===== src/hdl/dac_sample_pkg.sv =====
`default_nettype none

package dac_sample_pkg;

	// one DAC sample and the batch handed to the DAC per ready cycle
	localparam int sample_width = 16;
	localparam int batch_samples = 4;

	// right-shift amount applied to every output sample
	localparam int scale_width = 4;

	typedef logic [sample_width-1:0] sample_t;

	// lane 0 sits in the low bits
	typedef logic [batch_samples-1:0][sample_width-1:0] batch_t;

	// galois feedback taps for the per-lane LFSR
	localparam sample_t lfsr_taps = 16'hB400;

endpackage

`default_nettype wire

===== src/hdl/dac_cfg_pkg.sv =====
`default_nettype none

package dac_cfg_pkg;

	// register window seen by the controller
	localparam int wd_width = 32;
	localparam int mem_size = 16;

	// fresh bits that raise controller events
	localparam int trig_wave_id = 1;
	localparam int seed_valid_id = 2;

	// four seed words start here, seed in the low half
	localparam int seed_base_id = 4;

	typedef enum logic [2:0] {
		cmd_none,
		cmd_run_shift,
		cmd_run_wave,
		cmd_halt,
		cmd_reset
	} cmd_code_t;

	typedef enum logic [1:0] {
		mode_stopped,
		mode_shift,
		mode_wave
	} mode_t;

	typedef struct packed {
		cmd_code_t code;
		logic [dac_sample_pkg::scale_width-1:0] scale;
		dac_sample_pkg::batch_t seeds;
	} ps_cmd_t;

	typedef struct packed {
		mode_t mode;
	} dac_resp_t;

endpackage

`default_nettype wire


===== src/hdl/xfer_if.sv =====
`timescale 1ns/1ps
`default_nettype none

interface xfer_if #(
	parameter type payload_t = logic
);

	logic valid;
	logic rdy;
	logic done;
	payload_t data;

	// producer offers data while rdy, holds it until done
	modport producer (
		output valid,
		output data,
		input rdy,
		input done
	);

	modport link (
		input valid,
		input data,
		output rdy,
		output done
	);

endinterface

`default_nettype wire


===== src/hdl/dac_interface.sv =====
`timescale 1ns/1ps
`default_nettype none

module dac_interface (
	input logic ps_clk,
	input logic ps_rst,
	input logic [dac_cfg_pkg::mem_size-1:0] fresh_bits,
	input logic [dac_cfg_pkg::mem_size-1:0][dac_cfg_pkg::wd_width-1:0] read_resps,
	input logic [dac_sample_pkg::scale_width-1:0] scale_factor,
	input logic halt,
	input logic dac_rdy,
	output dac_sample_pkg::batch_t dac_batch,
	output logic valid_dac_batch,
	output dac_cfg_pkg::mode_t dac_mode
);

	import dac_cfg_pkg::*;

	ps_cmd_t cmd_out;
	logic cmd_out_valid;
	dac_resp_t resp_out;
	logic resp_out_valid;

	xfer_if #(.payload_t(ps_cmd_t)) cmd_if ();
	xfer_if #(.payload_t(dac_resp_t)) resp_if ();

	dac_cmd_ctrl ctrl (
		.ps_clk(ps_clk),
		.ps_rst(ps_rst),
		.fresh_bits(fresh_bits),
		.read_resps(read_resps),
		.scale_factor(scale_factor),
		.halt(halt),
		.cmd(cmd_if.producer),
		.resp_valid(resp_out_valid),
		.resp(resp_out),
		.dac_mode(dac_mode)
	);

	cmd_link #(.payload_t(ps_cmd_t)) cmd_xfer (
		.ps_clk(ps_clk),
		.ps_rst(ps_rst),
		.src(cmd_if.link),
		.out_valid(cmd_out_valid),
		.out_data(cmd_out)
	);

	// mode readback from the generator
	cmd_link #(.payload_t(dac_resp_t)) resp_xfer (
		.ps_clk(ps_clk),
		.ps_rst(ps_rst),
		.src(resp_if.link),
		.out_valid(resp_out_valid),
		.out_data(resp_out)
	);

	sample_gen gen (
		.ps_clk(ps_clk),
		.ps_rst(ps_rst),
		.cmd_valid(cmd_out_valid),
		.cmd(cmd_out),
		.dac_rdy(dac_rdy),
		.resp_rdy(resp_if.rdy),
		.resp_valid(resp_if.valid),
		.resp(resp_if.data),
		.dac_batch(dac_batch),
		.valid_dac_batch(valid_dac_batch)
	);

endmodule

`default_nettype wire


===== src/hdl/sample_gen.sv =====
`timescale 1ns/1ps
`default_nettype none

module sample_gen (
	input logic ps_clk,
	input logic ps_rst,
	input logic cmd_valid,
	input dac_cfg_pkg::ps_cmd_t cmd,
	input logic dac_rdy,
	input logic resp_rdy,
	output logic resp_valid,
	output dac_cfg_pkg::dac_resp_t resp,
	output dac_sample_pkg::batch_t dac_batch,
	output logic valid_dac_batch
);

	import dac_cfg_pkg::*;
	import dac_sample_pkg::*;

	mode_t mode;
	mode_t mode_next;
	logic [scale_width-1:0] scale;
	sample_t base;
	batch_t lanes;
	batch_t lanes_step;
	batch_t batch_next;
	sample_t raw;
	logic load_batch;
	logic resp_pend;
	logic resp_go;

	// a command in the same cycle wins over batch generation
	assign load_batch = !cmd_valid && dac_rdy && (mode != mode_stopped);
	assign resp_go = (cmd_valid || resp_pend) && resp_rdy && !resp_valid;

	always_comb begin
		mode_next = mode;
		if (cmd_valid) begin
			case (cmd.code)
				cmd_run_shift: mode_next = mode_shift;
				cmd_run_wave: mode_next = mode_wave;
				cmd_halt, cmd_reset: mode_next = mode_stopped;
				default: ;
			endcase
		end
	end

	always_comb begin
		raw = '0;
		for (int i = 0; i < batch_samples; i++) begin
			lanes_step[i] = (lanes[i] >> 1) ^ (lanes[i][0] ? lfsr_taps : '0);
			if (mode == mode_shift) begin
				raw = lanes_step[i];
			end else begin
				raw = base + sample_t'(i);
			end
			batch_next[i] = raw >> scale;
		end
	end

	always_ff @(posedge ps_clk) begin
		if (ps_rst) begin
			mode <= mode_stopped;
			scale <= '0;
			base <= '0;
			lanes <= '0;
			valid_dac_batch <= 1'b0;
			resp_valid <= 1'b0;
			resp_pend <= 1'b0;
		end else begin
			mode <= mode_next;
			valid_dac_batch <= load_batch;
			if (cmd_valid) begin
				scale <= cmd.scale;
				case (cmd.code)
					cmd_run_shift: lanes <= cmd.seeds;
					cmd_run_wave: base <= '0;
					cmd_reset: begin
						lanes <= '0;
						base <= '0;
						scale <= '0;
					end
					default: ;
				endcase
			end else if (load_batch) begin
				if (mode == mode_shift) begin
					lanes <= lanes_step;
				end else begin
					base <= base + sample_t'(batch_samples);
				end
			end
			// response holds for one cycle, the link is idle whenever it is offered
			if (resp_valid && resp_rdy) begin
				resp_valid <= 1'b0;
			end
			if (resp_go) begin
				resp_valid <= 1'b1;
			end
			resp_pend <= (cmd_valid || resp_pend) && !resp_go;
		end
	end

	always_ff @(posedge ps_clk) begin
		if (load_batch) begin
			dac_batch <= batch_next;
		end
		if (resp_go) begin
			resp <= '{mode: mode_next};
		end
	end

endmodule

`default_nettype wire


===== src/hdl/dac_cmd_ctrl.sv =====
`timescale 1ns/1ps
`default_nettype none

module dac_cmd_ctrl (
	input logic ps_clk,
	input logic ps_rst,
	input logic [dac_cfg_pkg::mem_size-1:0] fresh_bits,
	input logic [dac_cfg_pkg::mem_size-1:0][dac_cfg_pkg::wd_width-1:0] read_resps,
	input logic [dac_sample_pkg::scale_width-1:0] scale_factor,
	input logic halt,
	xfer_if.producer cmd,
	input logic resp_valid,
	input dac_cfg_pkg::dac_resp_t resp,
	output dac_cfg_pkg::mode_t dac_mode
);

	import dac_cfg_pkg::*;
	import dac_sample_pkg::*;

	typedef enum logic [1:0] {st_idle, st_send, st_reset_dac, st_halt_dac} state_t;

	state_t state;
	cmd_code_t cmd_code;
	cmd_code_t issue_code;
	logic issue;
	logic [scale_width-1:0] cmd_scale;
	logic [scale_width-1:0] scale_q;
	logic scale_diff;
	logic scale_changed;
	logic halt_q;
	logic halt_rise;
	logic halt_pend;
	batch_t seed_set;
	batch_t read_seeds;

	assign scale_diff = (scale_factor != scale_q);
	assign halt_rise = halt && !halt_q;

	assign cmd.data = '{code: cmd_code, scale: cmd_scale, seeds: seed_set};

	always_comb begin
		for (int i = 0; i < batch_samples; i++) begin
			read_seeds[i] = read_resps[seed_base_id + i][sample_width-1:0];
		end
	end

	// which command, if any, goes out this cycle
	always_comb begin
		issue = 1'b0;
		issue_code = cmd_none;
		case (state)
			st_idle: begin
				if (!halt && !halt_pend && cmd.rdy) begin
					if (fresh_bits[seed_valid_id]) begin
						issue = 1'b1;
						issue_code = cmd_run_shift;
					end else if (fresh_bits[trig_wave_id]) begin
						issue = 1'b1;
						issue_code = cmd_run_wave;
					end else if (scale_changed || scale_diff) begin
						issue = 1'b1;
					end
				end
			end
			st_reset_dac: begin
				issue = cmd.rdy;
				issue_code = cmd_reset;
			end
			st_halt_dac: begin
				issue = cmd.rdy;
				issue_code = cmd_halt;
			end
			default: ;
		endcase
	end

	always_ff @(posedge ps_clk) begin
		if (ps_rst) begin
			state <= st_reset_dac;
			cmd.valid <= 1'b0;
			cmd_code <= cmd_none;
			cmd_scale <= '0;
			seed_set <= '0;
			scale_q <= '0;
			scale_changed <= 1'b0;
			halt_q <= 1'b0;
			halt_pend <= 1'b0;
			dac_mode <= mode_stopped;
		end else begin
			scale_q <= scale_factor;
			halt_q <= halt;
			if (resp_valid) begin
				dac_mode <= resp.mode;
			end
			if (scale_diff) begin
				scale_changed <= 1'b1;
			end
			if (issue) begin
				cmd.valid <= 1'b1;
				cmd_code <= issue_code;
				cmd_scale <= scale_factor;
				state <= st_send;
				// the generator zeroes its scale on reset, so keep the change pending
				if (issue_code != cmd_reset) begin
					scale_changed <= 1'b0;
				end
				if (issue_code == cmd_halt) begin
					halt_pend <= 1'b0;
				end
				if (issue_code == cmd_run_shift) begin
					seed_set <= read_seeds;
				end
			end else if (state == st_idle && (halt_rise || halt_pend)) begin
				state <= st_halt_dac;
			end
			if (halt_rise) begin
				halt_pend <= 1'b1;
			end
			if (cmd.valid && cmd.rdy) begin
				cmd.valid <= 1'b0;
			end
			if (state == st_send && cmd.done) begin
				state <= st_idle;
			end
		end
	end

endmodule

`default_nettype wire


===== src/hdl/cmd_link.sv =====
`timescale 1ns/1ps
`default_nettype none

module cmd_link #(
	parameter type payload_t = logic
) (
	input logic ps_clk,
	input logic ps_rst,
	xfer_if.link src,
	output logic out_valid,
	output payload_t out_data
);

	typedef enum logic [1:0] {src_idle, src_req, src_release} src_state_t;
	typedef enum logic {dst_idle, dst_ack} dst_state_t;

	src_state_t src_state;
	dst_state_t dst_state;
	logic req;
	logic ack;
	payload_t held_data;

	// one item in flight, so the link is free only when idle
	assign src.rdy = (src_state == src_idle);

	always_ff @(posedge ps_clk) begin
		if (ps_rst) begin
			src_state <= src_idle;
			req <= 1'b0;
			src.done <= 1'b0;
		end else begin
			src.done <= 1'b0;
			case (src_state)
				src_idle: begin
					if (src.valid) begin
						req <= 1'b1;
						src_state <= src_req;
					end
				end
				src_req: begin
					if (ack) begin
						req <= 1'b0;
						src_state <= src_release;
					end
				end
				src_release: begin
					// wait for ack to drop before freeing the link
					if (!ack) begin
						src.done <= 1'b1;
						src_state <= src_idle;
					end
				end
				default: src_state <= src_idle;
			endcase
		end
	end

	always_ff @(posedge ps_clk) begin
		if (src_state == src_idle && src.valid) begin
			held_data <= src.data;
		end
	end

	// consumer side
	always_ff @(posedge ps_clk) begin
		if (ps_rst) begin
			dst_state <= dst_idle;
			ack <= 1'b0;
			out_valid <= 1'b0;
		end else begin
			out_valid <= 1'b0;
			case (dst_state)
				dst_idle: begin
					if (req) begin
						ack <= 1'b1;
						out_valid <= 1'b1;
						dst_state <= dst_ack;
					end
				end
				dst_ack: begin
					if (!req) begin
						ack <= 1'b0;
						dst_state <= dst_idle;
					end
				end
				default: dst_state <= dst_idle;
			endcase
		end
	end

	always_ff @(posedge ps_clk) begin
		if (dst_state == dst_idle && req) begin
			out_data <= held_data;
		end
	end

endmodule

`default_nettype wire


===== config.mk =====
export PLATFORM = sky130hd
export DESIGN_NAME = dac_interface
export DESIGN_NICKNAME = d
export VERILOG_FILES = /design/src/hdl/dac_sample_pkg.sv /design/src/hdl/dac_cfg_pkg.sv /design/src/hdl/xfer_if.sv /design/src/hdl/dac_interface.sv /design/src/hdl/sample_gen.sv /design/src/hdl/dac_cmd_ctrl.sv /design/src/hdl/cmd_link.sv
export SDC_FILE = /design/constraint.sdc
export NUM_CORES = 1
export LEC_CHECK = 0
export ABC_CLOCK_PERIOD_IN_PS = 3700
export BUFFER_PORTS_ARGS = -buffer_cell sky130_fd_sc_hd__buf_2
export CAP_MARGIN = 15
export CORE_AREA = 4 4 230 232
export DETAILED_ROUTE_END_ITERATION = 10
export DIE_AREA = 0 0 234 236
export GPL_ROUTABILITY_DRIVEN = 0
export GPL_TIMING_DRIVEN = 0
export SYNTH_ARGS = -nofsm -noshare
export SYNTH_HDL_FRONTEND = slang
export SYNTH_SLANG_ARGS = --single-unit

===== constraint.sdc =====
create_clock -name ps_clk -period 3.7 [get_ports ps_clk]
set_input_delay 0.925 -clock ps_clk [delete_from_list [all_inputs] [get_ports ps_clk]]
set_output_delay 0.925 -clock ps_clk [all_outputs]
set_load 0.01 [all_outputs]

### Word-level counts from Yosys, hierarchy flattened

Index checks and enable logic that the tools add are counted.

| storage, ports and cells | value |
|---|---|
| flip-flop bits (word level) | 397 |
| logic and storage cells | 214 |

| operators by class | value |
|---|---|
| bitwise logic cells | 7 |
| equality and inequality tests | 29 |
| shift-type cells | 4 |
| add/subtract/negate cells | 4 |
| muxes and demuxes | 62 |
| reductions and logical operators | 54 |

Operators with widths:

| kind | count |
|---|---|
| 2-to-1 mux 16 bit | 12 |
| 2-to-1 mux 64 bit | 3 |
| one-hot mux 64 bit (2 select lines) | 1 |
| right shift 16 x 4 -> 16 bit | 4 |
| bitwise XOR 15 x 16 -> 16 bit | 4 |
| adder 16 x 2 -> 16 bit, second input constant | 2 |
| 2-to-1 mux 1 bit | 23 |
| 2-to-1 mux 2 bit | 11 |
| one-hot mux 2 bit (3 select lines) | 3 |
| AND reduction 3 bit | 6 |
| nonzero test 2 bit | 9 |
| adder 16 x 1 -> 16 bit, second input constant | 1 |
| adder 16 x 3 -> 16 bit, second input constant | 1 |
| OR reduction 2 bit | 8 |
| logical AND 1 bit | 14 |
| != test 2 bit, second input constant | 7 |
| != test 2 x 1 -> 1 bit, second input constant | 5 |
| one-hot mux 1 bit (2 select lines) | 5 |
| equality test 3 x 2 -> 1 bit, second input constant | 3 |
| one-hot mux 3 bit (3 select lines) | 1 |
| equality test 2 x 1 -> 1 bit, second input constant | 4 |
| equality test 2 bit, second input constant | 4 |
| AND reduction 2 bit | 4 |
| equality test 3 x 1 -> 1 bit, second input constant | 2 |
| other kinds (11) | 23 |

### Longest topological paths before layout

| depth | value |
|---|---|
| depth in word-level cells | 9 |
| mapped depth | 9 |
| mapped depth without buffers | 5 |

### By module

Synthesis repeated with hierarchy kept, for this count alone.

| second synthesis, totals | value |
|---|---|
| cells, all modules | 1623 |
| area total of the unflattened synthesis | 17842.1 µm² |

By module, submodules not included:

| module | cells an instance | instances | area each (µm²) | seq. area each (µm²) |
|---|---|---|---|---|
| sample_gen | 1062 | 1 | 9724.3 | 3723.6 |
| cmd_link (cmd_xfer) | 169 | 1 | 4543.1 | 4404.2 |
| dac_cmd_ctrl | 361 | 1 | 3176.8 | 1661.6 |
| cmd_link (resp_xfer) | 31 | 1 | 397.9 | 260.2 |

### Least setup slack after synthesis

Ideal clock, no wire load.

| timing path | value |
|---|---|
| path type | flip-flop to flip-flop |
| start | register cmd_xfer.src_state[0] |
| end | register cmd_xfer.held_data[0] in the netlist's numbering (enable) |
| cell stages (with the launch flop) | 3 |
| buffers on the path | 0 |
| library setup time | 502 ps |
| arrival time | 3598 ps |
| clock period less this slack | 4100 ps |
| setup slack | -400 ps |
| data required time | 3198 ps |
| cells stage by stage | dfxtp_1 or2_1 nor2_1 |

| between the ends | value |
|---|---|
| word-level cells in the longest chain between the ends | 2 |

Ends and longest elaborated chain:

| item | line | RTL |
|---|---|---|
| from (decl) | cmd_link.sv:17 | `src_state_t src_state;` |
| from (signal assigned) | cmd_link.sv:28 | `src_state <= src_idle;` |
| from (signal assigned) | cmd_link.sv:37 | `src_state <= src_req;` |
| from (signal assigned) | cmd_link.sv:43 | `src_state <= src_release;` |
| logical NOT 2 bit | cmd_link.sv:59 | `if (src_state == src_idle && src.valid) begin` |
| logical AND 1 bit | cmd_link.sv:59 |  |
| to (signal assigned) | cmd_link.sv:60 | `held_data <= src.data;` |
| to (decl) | cmd_link.sv:21 | `payload_t held_data;` |

No other way between the ends.
A chain may end at the register's enable or synchronous reset.

==> results.sh <==
export IMPL_clockRootBuffer="clkbuf_16"
export IMPL_hold_violations=0
export IMPL_ff_latch_area_um2=10000
export IMPL_worstPathRequired_ps=3970
export IMPL_clock_sinks=395
export IMPL_die_area_um2=55200
export IMPL_p_per_area_nw_per_um2=577
export IMPL_syn_cell_area_um2=17300
export IMPL_area_growth_pct=17.4
export IMPL_switching_share_pct=28.5
export IMPL_min_period_over_period_pct=82.9
export IMPL_post_cts_buffers=0
export IMPL_p_sw_mw=3.33
export IMPL_final_setup_viol_count=0
export IMPL_synth_area_leaders="edfxtp_1, dfxtp_1, mux4_2"
export IMPL_hp_start="cmd_xfer.held_data[22]"
export IMPL_final_nets=2291
export IMPL_synth_most_common_cell="edfxtp_1"
export IMPL_finalNonFillerCells=2466
export IMPL_multiInputGateArea_um2=6600
export IMPL_grt_ovfl_total=0
export IMPL_synth_seq_cells=395
export IMPL_status="finished clean"
export IMPL_cts_tree="yes"
export IMPL_sequentialPowerShare_pct=48.7
export IMPL_regToRegSetupSlack_ps=630
export IMPL_num_antenna_cells=0
export IMPL_crit_path_start="gen.lanes[32]"
export IMPL_slew_headroom_pct=37.0
export IMPL_vias_per_cell=5.33
export IMPL_slew_violations=0
export IMPL_start_kind="flop"
export IMPL_numPlacedInstances=2388
export IMPL_grt_max_degree=68
export IMPL_clk_insertion_delay_late_ps=570
export IMPL_drv_cap=0
export IMPL_clkPwrFrac_pct=35.1
export IMPL_stdcell_area_um2=20300
export IMPL_critPathArrivalTime_ps=3340
export IMPL_synth_top_area_share_pct=36.9
export IMPL_critPathMaxFanout=10
export IMPL_path_clk_slew_ps=60
export IMPL_avgRoutedWirePerCell_um=20.3
export IMPL_cts_resized=0
export IMPL_post_route_drc_count=0
export IMPL_rr_startpoint="gen.lanes[32]"
export IMPL_power_total_mw=11.7
export IMPL_avgSynthCellArea_um2=11.0
export IMPL_synth_edf_count=212
export IMPL_synthDistinctLibCells=70
export IMPL_cts_buffer_depth=3
export IMPL_hold_path_class="reg2reg"
export IMPL_tns_ps=0
export IMPL_antenna_found_initial=0
export IMPL_htree_levels=2
export IMPL_peakVddDrop_mv=0.287
export IMPL_die_x_um=234
export IMPL_end_kind="flop"
export IMPL_first_pass_iters=7
export IMPL_tightestPinTransition_ps=945
export IMPL_yosysTopAreaCell="edfxtp_1"
export IMPL_period_needed_ps=3070
export IMPL_internal_power_mw=8.36
export IMPL_io_buffers=140
export IMPL_whs_ps=410
export IMPL_placed_area_um2=18900
export IMPL_hold_buffers=0
export IMPL_async_flop_share_pct=0
export IMPL_ant_nets=0
export IMPL_yosys_warnings=0
export IMPL_io_pins=603
export IMPL_initialDrtViolationCount=1431
export IMPL_rr_endpoint="gen.dac_batch[35]"
export IMPL_cts_buffers=42
export IMPL_grt_pass1_vias=12978
export IMPL_ff2ff_path_depth=6
export IMPL_rsz0062_at_grt="false"
export IMPL_worstHoldPathCells=0
export IMPL_utilization_pct=39.7
export IMPL_coreArea_um2=51000
export IMPL_pre_cts_ws_ps=536
export IMPL_synth_ff_type="edfxtp_1"
export IMPL_routed_wl_mm=50.1
export IMPL_hold_path_end="cmd_xfer.out_data[22]"
export IMPL_grt_use_total_pct=17.9
export IMPL_max_freq_mhz=326
export IMPL_synth_seq_area_share_pct=58.1
export IMPL_initial_core_util_pct=33.9
export IMPL_die_y_um=236
export IMPL_power_leakage_nw=6.99
export IMPL_synth_commonest_cells="edfxtp_1, dfxtp_1, nand2_1, nor2_1, a21oi_1"
export IMPL_fin_skew_ps=17.3
export IMPL_fp_row_count=83
export IMPL_setup_slack_ps=632
export IMPL_combPwrFrac_pct=16.2
export IMPL_path_class="reg2reg"
export IMPL_syn_nets=2104
export IMPL_drive_above_1_share_pct=17.6
export IMPL_syn_inst=1565
export IMPL_vias=13133
export IMPL_grt_pass1_wl_mm=77.0
export IMPL_place_hpwl_mm=38.0
export IMPL_fill_cells=4929
## layer usage
layer / vias to the layer above / GRT usage, % / routed length, um / share of wire (%)
met5: - / 0 / 0 / 0
met4: 0 / 6.68 / 1950 / 3.9
met3: 143 / 3.95 / 4400 / 8.8
met2: 658 / 28.1 / 22500 / 45
met1: 6226 / 24.3 / 21200 / 42
li1: 6106 / - / - / -
## flip-flops by register name (all words and copies together), names as in the netlist, 3 cells and up
| register | flops |
|---|---|
| gen.dac_batch | 64 |
| cmd_xfer.held_data | 71 |
| gen.lanes | 64 |
| ctrl.cmd_scale | 4 |
| ctrl.scale_q | 4 |
| gen.base | 14 |
| ctrl.cmd_code | 3 |
| cmd_xfer.out_data | 71 |
| gen.scale | 4 |
| ctrl.cmd.data | 64 |
## power groups by stage
stage / sequential, mW / clock (mW) / combinational (mW)
final: 5.70 / 4.10 / 1.89
after global routing: 5.74 / 4.40 / 2.08
after CTS: 5.69 / 4.21 / 1.88
after detailed placement: 5.78 / 0 / 1.87
after global placement: 5.81 / 0 / 1.76
after floorplan: 5.66 / 0 / 1.25
## critical path, stage by stage (launching register included)
cell	delay, ps
dfxtp_1	310
clkbuf_1	700
xor2_1	340
mux4_2	560
a22o_1	320
a21oi_1	380
o211ai_1	170
## area by class of cell
class	count	share of cell area (%)
plain buffers	128	2.86
inverters	20	0.370
repair buffers	143	3.79
multi-input cells	1022	32.6
well taps	680	4.20
flip-flops and latches	395	49.5
clock buffers	49	5.32
clock inverters	29	1.40
## placed cells by master, fill, tap and decap left out, types with 13 or more instances in the layout
master,synthesis,layout
edfxtp_1,212,212
dfxtp_1,183,183
nand2_1,175,175
nor2_1,172,171
buf_2,23,163
a21oi_1,157,157
clkbuf_1,85,92
a211oi_1,76,76
nor2b_1,71,71
clkbuf_16,0,42
mux4_2,38,38
o21ai_0,33,33
xnor2_1,28,28
mux2i_1,25,25
nor3_1,19,19
inv_1,18,18
o211ai_1,15,15
mux2_2,13,13
o22ai_1,13,13
## how the worst max path moves through the flow
| stage | cells after the start | to |
|---|---|---|
| global route | 6 | gen.dac_batch[35] |
| floorplan | 2 | gen.dac_batch[0] |
| finish | 6 | gen.dac_batch[35] |
| global placement | 3 | gen.dac_batch[20] |
| CTS | 6 | gen.dac_batch[35] |
| detailed placement | 5 | ctrl.cmd.data[24] |
## kinds of logic (layout without fill, tap and decap cells)
kind of cell / after synthesis / count (layout) / synth area share [%]
muxes: 77 / 77 / 7.41
buffers and inverters: 148 / 369 / 3.80
xor gates and xnor gates: 40 / 40 / 2.03
and+or+nand+nor: 512 / 512 / 13.6
DFF: 395 / 395 / 58.1
adders and majority gates: 3 / 3 / 0.217
AOI/OAI and AO/OA: 390 / 390 / 14.8
(Power assumes the default switching activity.)
